[src/design/ufiPkg.sv]
//--------------------------------------------------
// Shared widths, types and master IDs of the hub
// RAM is word addressed, 256 words of 8 bits
// ID 0 is reserved for "no owner"
//--------------------------------------------------
package ufiPkg;

	//--------------------------------------------------
	// Bus widths
	//--------------------------------------------------
	localparam int ufiDataW = 8;	// Same as the RAM word
	localparam int ufiAdrsW = 8;	// 256 words

	typedef logic [ufiDataW-1:0] ufiDataT;	// One data word
	typedef logic [ufiAdrsW-1:0] ufiAdrsT;	// One word address

	// Master ID carried with every read beat
	typedef logic [1:0] ufiIdT;

	//--------------------------------------------------
	// Master IDs
	//--------------------------------------------------
	// Idle value, never pushed into the tag FIFO
	localparam ufiIdT idNone = 2'd0;

	// Control processor, highest priority
	localparam ufiIdT idMcs = 2'd1;

	// Video transfer block, reads and writes
	localparam ufiIdT idVtb = 2'd2;

	// Audio transfer block, reads only
	localparam ufiIdT idAtb = 2'd3;

	// Priority order is Mcs, Vtb, Atb
	// Fixed in the arbiter, not by ID value

endpackage
[src/design/ufiHub.sv]
//--------------------------------------------------
// Memory hub top, one clock domain
// Three masters, Mcs first, then Vtb, then Atb
// Read beat to rd and edd is pReadLatency+2 cycles
// At most pTagDepth reads outstanding
//--------------------------------------------------
`timescale 1ns/1ps

module ufiHub
	import ufiPkg::*;
#(
	parameter int pReadLatency = 3,
	parameter int pTagDepth    = 4
)(
	input  logic    iUfiClk,
	input  logic    rstN,
	// Mcs master
	input  logic    vdMcs,
	input  logic    edMcs,
	input  logic    weMcs,
	input  ufiAdrsT adrsMcs,
	input  ufiDataT wdMcs,
	output logic    rdyMcs,
	// Vtb master
	input  logic    vdVtb,
	input  logic    edVtb,
	input  logic    weVtb,
	input  ufiAdrsT adrsVtb,
	input  ufiDataT wdVtb,
	output logic    rdyVtb,
	// Atb master
	input  logic    vdAtb,
	input  logic    edAtb,
	input  ufiAdrsT adrsAtb,
	output logic    rdyAtb,
	// Read return
	output ufiDataT rd,
	output logic    eddMcs,
	output logic    eddVtb,
	output logic    eddAtb
);

	//--------------------------------------------------
	// Internal nets
	//--------------------------------------------------
	logic    ramWe;
	logic    ramRe;
	ufiAdrsT ramAdrs;
	ufiDataT ramWd;
	logic    tagPush;
	ufiIdT   tagId;
	ufiIdT   tagHead;
	logic    tagFull;
	ufiDataT memRd;
	logic    memRdValid;	// Also pops the tag FIFO

	// Command side
	ufiCmdArbiter uArb (
		.iUfiClk, .rstN,
		.vdMcs, .edMcs, .weMcs, .adrsMcs, .wdMcs, .rdyMcs,
		.vdVtb, .edVtb, .weVtb, .adrsVtb, .wdVtb, .rdyVtb,
		.vdAtb, .edAtb, .adrsAtb, .rdyAtb,
		.tagFull,
		.ramWe, .ramRe, .ramAdrs, .ramWd,
		.tagPush, .tagId
	);

	// Tags wait here while the RAM works
	ufiTagFifo #(.pTagDepth(pTagDepth)) uTag (
		.iUfiClk, .rstN,
		.tagPush, .tagId,
		.tagPop(memRdValid),
		.tagHead, .tagFull
	);

	ufiMemBank #(.pReadLatency(pReadLatency)) uMem (
		.iUfiClk, .rstN,
		.ramWe, .ramRe, .ramAdrs, .ramWd,
		.memRd, .memRdValid
	);

	// Return side
	ufiReadRouter uRoute (
		.iUfiClk, .rstN,
		.memRd, .memRdValid, .tagHead,
		.rd, .eddMcs, .eddVtb, .eddAtb
	);

endmodule

[src/design/ufiReadRouter.sv]
//--------------------------------------------------
// Pairs each returned word with the head tag
// One edd per word, registered
// rd is shared by all masters
//--------------------------------------------------
`timescale 1ns/1ps

module ufiReadRouter
	import ufiPkg::*;
(
	input  logic    iUfiClk,
	input  logic    rstN,
	input  ufiDataT memRd,
	input  logic    memRdValid,
	input  ufiIdT   tagHead,	// ID of the oldest read
	output ufiDataT rd,
	output logic    eddMcs,
	output logic    eddVtb,
	output logic    eddAtb
);

	// ID decode of the head tag
	logic hitMcs;
	logic hitVtb;
	logic hitAtb;

	assign hitMcs = (tagHead == idMcs);
	assign hitVtb = (tagHead == idVtb);
	assign hitAtb = (tagHead == idAtb);

	// Data needs no reset, edd qualifies it
	always_ff @(posedge iUfiClk)
	begin
		rd <= memRd;
	end

	always_ff @(posedge iUfiClk)
	begin
		if (!rstN)
		begin
			eddMcs <= 1'b0;
			eddVtb <= 1'b0;
			eddAtb <= 1'b0;
		end
		else
		begin
			eddMcs <= memRdValid && hitMcs;
			eddVtb <= memRdValid && hitVtb;
			eddAtb <= memRdValid && hitAtb;	// idNone never matches
		end
	end

endmodule

[src/design/ufiMemBank.sv]
//--------------------------------------------------
// Synchronous 256 word RAM
// Write lands on the edge that samples ramWe
// Read data valid pReadLatency cycles after
// the RAM output register
// Contents after reset are undefined
//--------------------------------------------------
`timescale 1ns/1ps

module ufiMemBank
	import ufiPkg::*;
#(
	parameter int pReadLatency = 3
)(
	input  logic    iUfiClk,
	input  logic    rstN,
	input  logic    ramWe,
	input  logic    ramRe,
	input  ufiAdrsT ramAdrs,
	input  ufiDataT ramWd,
	output ufiDataT memRd,
	output logic    memRdValid
);

	localparam int pWords = 2 ** ufiAdrsW;

	ufiDataT memArray [pWords];

	// Stage 0 is the RAM output register
	// Stages 1 up to pReadLatency are the read pipe
	ufiDataT pipeRd [pReadLatency + 1];
	logic    pipeVd [pReadLatency + 1];

	//--------------------------------------------------
	// Array and data pipe
	//--------------------------------------------------
	always_ff @(posedge iUfiClk)
	begin
		if (ramWe)
			memArray[ramAdrs] <= ramWd;
		if (ramRe)
			pipeRd[0] <= memArray[ramAdrs];	// Read port only on a read
		for (int i = 1; i <= pReadLatency; i++)
			pipeRd[i] <= pipeRd[i-1];
	end

	//--------------------------------------------------
	// Valid pipe
	//--------------------------------------------------
	always_ff @(posedge iUfiClk)
	begin
		if (!rstN)
		begin
			for (int i = 0; i <= pReadLatency; i++)
				pipeVd[i] <= 1'b0;
		end
		else
		begin
			pipeVd[0] <= ramRe;
			for (int i = 1; i <= pReadLatency; i++)
				pipeVd[i] <= pipeVd[i-1];
		end
	end

	// Several reads may be in flight, one per stage
	assign memRd      = pipeRd[pReadLatency];
	assign memRdValid = pipeVd[pReadLatency];

endmodule

[src/design/ufiTagFifo.sv]
//--------------------------------------------------
// In order FIFO of read IDs
// Depth sets the max number of reads in flight
// tagFull counts a push of this cycle as taken
// Pop on an empty FIFO is not allowed
//--------------------------------------------------
`timescale 1ns/1ps

module ufiTagFifo
	import ufiPkg::*;
#(
	parameter int pTagDepth = 4
)(
	input  logic  iUfiClk,
	input  logic  rstN,
	input  logic  tagPush,
	input  ufiIdT tagId,
	input  logic  tagPop,
	output ufiIdT tagHead,
	output logic  tagFull
);

	localparam int pPtrW = (pTagDepth > 1) ? $clog2(pTagDepth) : 1;
	localparam int pCntW = $clog2(pTagDepth + 1);

	ufiIdT            idMem [pTagDepth];	// Circular buffer
	logic [pPtrW-1:0] wrPtr;
	logic [pPtrW-1:0] rdPtr;
	logic [pCntW-1:0] count;	// Tags held
	logic [pCntW:0]   fill;	// Held plus the pending push

	// Wrap works for any depth, not just powers of two
	function automatic logic [pPtrW-1:0] ptrInc(input logic [pPtrW-1:0] ptr);
		logic [pPtrW-1:0] nxt;
		if (ptr == pPtrW'(pTagDepth - 1))
			nxt = '0;
		else
			nxt = ptr + 1'b1;
		return nxt;
	endfunction

	//--------------------------------------------------
	// Storage
	//--------------------------------------------------
	always_ff @(posedge iUfiClk)
	begin
		if (tagPush)
			idMem[wrPtr] <= tagId;
	end

	assign tagHead = idMem[rdPtr];	// Valid while count is nonzero

	//--------------------------------------------------
	// Pointers and count
	//--------------------------------------------------
	always_ff @(posedge iUfiClk)
	begin
		if (!rstN)
		begin
			wrPtr <= '0;
			rdPtr <= '0;
			count <= '0;
		end
		else
		begin
			if (tagPush)
				wrPtr <= ptrInc(wrPtr);
			if (tagPop)
				rdPtr <= ptrInc(rdPtr);
			case ({tagPush, tagPop})
				2'b10:   count <= count + 1'b1;
				2'b01:   count <= count - 1'b1;
				default: count <= count;	// Both or none
			endcase
		end
	end

	// Push is one cycle behind the accepted beat, so count it here
	assign fill    = {1'b0, count} + {{pCntW{1'b0}}, tagPush};
	assign tagFull = (fill >= pTagDepth);

endmodule

[src/design/ufiCmdArbiter.sv]
//--------------------------------------------------
// Burst locked fixed priority arbiter
// Owner keeps the RAM until its vd falls
// No preemption of a running burst
// One idle cycle between two bursts
// Accepted beats reach the RAM one cycle later
//--------------------------------------------------
`timescale 1ns/1ps

module ufiCmdArbiter
	import ufiPkg::*;
(
	input  logic    iUfiClk,
	input  logic    rstN,
	// Mcs master
	input  logic    vdMcs,
	input  logic    edMcs,
	input  logic    weMcs,
	input  ufiAdrsT adrsMcs,
	input  ufiDataT wdMcs,
	output logic    rdyMcs,
	// Vtb master
	input  logic    vdVtb,
	input  logic    edVtb,
	input  logic    weVtb,
	input  ufiAdrsT adrsVtb,
	input  ufiDataT wdVtb,
	output logic    rdyVtb,
	// Atb master, reads only
	input  logic    vdAtb,
	input  logic    edAtb,
	input  ufiAdrsT adrsAtb,
	output logic    rdyAtb,
	// Tag FIFO back-pressure
	input  logic    tagFull,
	// RAM command
	output logic    ramWe,
	output logic    ramRe,
	output ufiAdrsT ramAdrs,
	output ufiDataT ramWd,
	// Read tag
	output logic    tagPush,
	output ufiIdT   tagId
);

	typedef enum logic [1:0] {arbIdle, arbMcs, arbVtb, arbAtb} arbStateT;

	arbStateT state;
	arbStateT stateNext;

	// Owner's beat, muxed by state
	logic    ownerVd;
	logic    ownerEd;
	logic    ownerWe;
	ufiAdrsT ownerAdrs;
	ufiDataT ownerWd;
	ufiIdT   ownerId;
	logic    accept;	// Beat taken at this edge

	//--------------------------------------------------
	// Owner mux
	//--------------------------------------------------
	always_comb
	begin
		ownerVd   = 1'b0;
		ownerEd   = 1'b0;
		ownerWe   = 1'b0;
		ownerAdrs = '0;
		ownerWd   = '0;
		ownerId   = idNone;
		case (state)
			arbMcs:
			begin
				ownerVd   = vdMcs;
				ownerEd   = edMcs;
				ownerWe   = weMcs;
				ownerAdrs = adrsMcs;
				ownerWd   = wdMcs;
				ownerId   = idMcs;
			end
			arbVtb:
			begin
				ownerVd   = vdVtb;
				ownerEd   = edVtb;
				ownerWe   = weVtb;
				ownerAdrs = adrsVtb;
				ownerWd   = wdVtb;
				ownerId   = idVtb;
			end
			arbAtb:
			begin
				ownerVd   = vdAtb;
				ownerEd   = edAtb;
				ownerAdrs = adrsAtb;	// Write enable stays low
				ownerId   = idAtb;
			end
			default:
			begin
				ownerVd = 1'b0;	// Nobody owns the RAM
			end
		endcase
	end

	// Ready only for the owner, and only with tag room
	assign rdyMcs = (state == arbMcs) && !tagFull;
	assign rdyVtb = (state == arbVtb) && !tagFull;
	assign rdyAtb = (state == arbAtb) && !tagFull;
	assign accept = ownerEd && !tagFull;	// ownerEd is low when idle

	//--------------------------------------------------
	// Ownership FSM
	//--------------------------------------------------
	always_comb
	begin
		stateNext = state;
		if (state == arbIdle)
		begin
			if (vdMcs)
				stateNext = arbMcs;
			else if (vdVtb)
				stateNext = arbVtb;
			else if (vdAtb)
				stateNext = arbAtb;
		end
		else if (!ownerVd)
			stateNext = arbIdle;	// Burst over, release
	end

	always_ff @(posedge iUfiClk)
	begin
		if (!rstN)
		begin
			state <= arbIdle;
			ramWe <= 1'b0;
			ramRe <= 1'b0;
		end
		else
		begin
			state <= stateNext;
			ramWe <= accept && ownerWe;
			ramRe <= accept && !ownerWe;
		end
	end

	// Payload, no reset
	always_ff @(posedge iUfiClk)
	begin
		ramAdrs <= ownerAdrs;
		ramWd   <= ownerWd;
		tagId   <= ownerId;
	end

	assign tagPush = ramRe;	// Tag goes in with the read command

endmodule

[config.mk]
export PLATFORM = sky130hd
export DESIGN_NAME = ufiHub
export DESIGN_NICKNAME = d
export VERILOG_FILES = /design/src/design/ufiPkg.sv /design/src/design/ufiHub.sv /design/src/design/ufiReadRouter.sv /design/src/design/ufiMemBank.sv /design/src/design/ufiTagFifo.sv /design/src/design/ufiCmdArbiter.sv
export SDC_FILE = /design/constraint.sdc
export NUM_CORES = 2
export LEC_CHECK = 0
export ABC_AREA = 1
export BUFFER_PORTS_ARGS = -buffer_cell sky130_fd_sc_hd__buf_2
export CAP_MARGIN = 20
export CORE_MARGIN = 4
export CORE_UTILIZATION = 45
export DETAILED_ROUTE_END_ITERATION = 10
export SYNTH_ARGS = -nofsm -noshare
export SYNTH_HDL_FRONTEND = slang
export SYNTH_SLANG_ARGS = --single-unit
[constraint.sdc]
create_clock -name iUfiClk -period 5.5 [get_ports iUfiClk]
set_input_delay 1.1 -clock iUfiClk [delete_from_list [all_inputs] [get_ports iUfiClk]]
set_output_delay 1.1 -clock iUfiClk [all_outputs]
set_load 0.005 [all_outputs]
==> results by group <==
Placed design
  – Setup WS pre-CTS: 1760 ps
  – Routability Congestion: 0.838
  – Dpl hpwl: 134000 um
  – Dpl cells: 10500
  – # port buffers: 63

Yosys
  – Top cells by area, synth: edfxtp_1, nand2_1, dfxtp_1
  – Synth Area per Inst: 10.6 um2
  – Most common cell in the netlist: nand2_1
  – #FFs+latches synth: 2134
  – Asr flop ratio synth: 0%
  – Ys flop type: edfxtp_1
  – EDFF count, synth: 2064
  – Yosys cell types: 26
  – Warnings from Yosys: 0
  – Most frequent cells after synthesis: nand2_1, edfxtp_1, nor2_1
  – Mapped Cells: 8283
  – Syn_nets: 8345
  – Synthesized area: 87400 um2
  – Yosys top cell by area: edfxtp_1
  – Yosys top cell area share: 70.9%
  – Seq/Total Area, Yosys: 72.5%

Setup path
  – Critical Path AT: 4470 ps
  – Type of origin of the critical path: flip-flop
  – Setup Crit Path Kind: reg2reg
  – Crit-path most repeated cell: nand2_1
  – Crit. End Element: flip-flop
  – Slowest Stage Delay on Critical Path: 600 ps
  – Slowest cell on crit path: buf_4
  – Crit-path cells: buf_12, buf_12, buf_4, nand2_1, nand2_1, nand2_1, nand2_1, nand2_1, nand2_1, o21ai_1, nand2_1, nor2_1, nor2_1, nor2_1, nand2_1
  – Critical Path RT: 6220 ps
  – Crit-path max FO: 176
  – CP top delay family: buffers and inverters
  – Buf/Inv on CP: 3

Detailed routing
  – DR vias/cell: 5.27
  – Initial DRC count: 6197
  – WL per Instance: 21.7 um
  – Routed wire length: 238000 um
  – Routed Antenna Nets: 0
  – Remaining DRCs: 0
  – Via count: 57700
  – Router iterations before antenna repair: 6

Die
  – Initial core utilization: 45.3%
  – I/O pin cnt: 64
  – Die Y: 449 um
  – Core ar.: 193000 um2
  – Die area: 201000 um2
  – Site row count: 161
  – Die width: 449 um

GRT
  – Initial antenna violation count: 8
  – First-pass GRT wire length: 354000 um
  – Largest net degree at the start of global routing: 215
  – GRT Total Usage: 23.1%
  – Vias in the first global route: 55000
  – GRT overflow: 0

Clock network
  – Setup Buffers After CTS: 0
  – Register clock-pin slew on the reported worst setup and hold paths: 60 ps
  – Hold_buf cts: 0
  – TritonCTS clock tree: done
  – Post-CTS sizing: 0
  – Num CTS Buffers: 215
  – CTS Root Cell: clkbuf_16
  – Clock sinks: 2134
  – H-tree levels: 4
  – Clock tree buffer depth: 3
  – Clk Latency, worst-skew pair: 850 ps

Finish
  – Final #Nets: 8294
  – Area Overhead vs Synth: 11.0%
  – Post-route insts no fill: 10900
  – Layout cells sized above 1: 5.74%

STA
  – Setup-failing EPs final: 0
  – Setup_tns: 0 ps
  – RSZ-0062 raised after global routing: false
  – Fmax: 0.267 GHz
  – Final Slew Violations: 0
  – Hold violation count in the final report: 0
  – Crit share post-route: 68.2%
  – Skew final: 35.0 ps
  – Worst setup margin: 1750 ps
  – Max-slew headroom: 19.8%
  – Min Tclk post-route: 3750 ps
  – Worst Max-Slew Pin Slew: 1200 ps

Power
  – Leakage: 0.0405 uW
  – PD cells: 357 nW/um2
  – Max IR drop VDD: 345 uV

Run
  – Max-cap viol count: 0

Hold path
  – Hold Path Class: reg2reg

Run status
  – Status: complete, no violations
-- registers in the layout (all words and copies together) (netlist names), named ones only --
signal	flops
uMem.pipeRd	32
uArb.tagId	2
uTag.count	3
uRoute.eddVtb	1
uMem.memArray	2048
uTag.wrPtr	2
uArb.ramAdrs	8
uTag.rdPtr	2
uArb.ramWd	8
uMem.pipeVd	4
uTag.idMem	8
uRoute.rd	8
uArb.ramRe	1
uRoute.eddAtb	1
uRoute.eddMcs	1
uArb.state	2
uArb.ramWe	1
-- cell type report --
class	count	area (um2)
Antenna cell	4	10.0
Clock buffer	294	5870
Clock inverter	108	1040
Fill cell	17000	95700
Inverter	70	288
Multi-Input combinational cell	5655	22000
Sequential cell	2134	63400
Tap cell	2526	3160
Timing Repair Buffer	156	1280
-- metrics by stage --
step	cell area (um2)	util, %	total power, uW	hold WS, ps
2_1_floorplan	87400	-	19700	310
3_3_place_gp	90100	46.7	20600	312
3_5_place_dp	90100	46.8	20600	313
4_1_cts	97000	50.3	34800	328
5_1_grt	97100	50.3	35700	332
6_report	97100	50.3	34700	330
-- kinds of logic after synthesis --
logic type               count (synthesis)  synth area share, %
buffers and inverters                  494                 2.42
flip-flops                            2134                 72.5
adder cells (fa/ha/maj)                 12                0.180
AO/OA/AOI/OAI                          228                 1.32
AND/OR/NAND/NOR                       5415                 23.6
-- layout by cell type (no fill, tap or decap), types with 3 or more instances in the layout --
cell / count
diode_2: 4
nand3_1: 197
nand2_2: 11
clkbuf_16: 219
inv_1: 64
ha_1: 11
clkbuf_8: 11
clkinv_8: 3
buf_4: 70
clkinvlp_4: 3
inv_6: 4
buf_2: 64
nand3_2: 4
a21oi_1: 53
nor2_4: 5
dfxtp_1: 60
nor2_1: 364
nand2_1: 4825
o21ai_1: 81
buf_12: 21
nor3_1: 8
clkbuf_1: 64
clkinv_2: 30
inv_8: 4
inv_16: 3
bufinv_16: 16
clkinv_1: 47
dfxtp_4: 10
edfxtp_1: 2064
o21ai_0: 88
-- per-layer routing --
layer / vias to the layer above / routed length (um) / global-route usage (%)
met5: - / 0 / 0
met4: 0 / 9030 / 8.66
met3: 409 / 17200 / 3.44
met2: 2205 / 113000 / 37.6
met1: 28000 / 98900 / 31.7
li1: 27100 / - / -
-- power breakdown --
part           total, uW  internal, uW  leakage [uW]  switching, uW
clock              14400          8220       0.00337           6190
combinational       2200           421        0.0151           1770
sequential         18000         18000        0.0220           97.3
total              34700         26600        0.0405           8070
-- final timing paths --
path / startpoint / to / slack, ps / cells after the start
worst min register to register: uMem.pipeRd[3][0] / uRoute.rd[0] / 330 / 0
worst min-delay path: uMem.pipeRd[3][0] / uRoute.rd[0] / 330 / 0
worst max register to register: uArb.ramAdrs[0] / uMem.pipeRd[0][2] / 1750 / 15
worst max-delay path: uArb.ramAdrs[0] / uMem.pipeRd[0][2] / 1750 / 15
(Power assumes the default switching activity.)
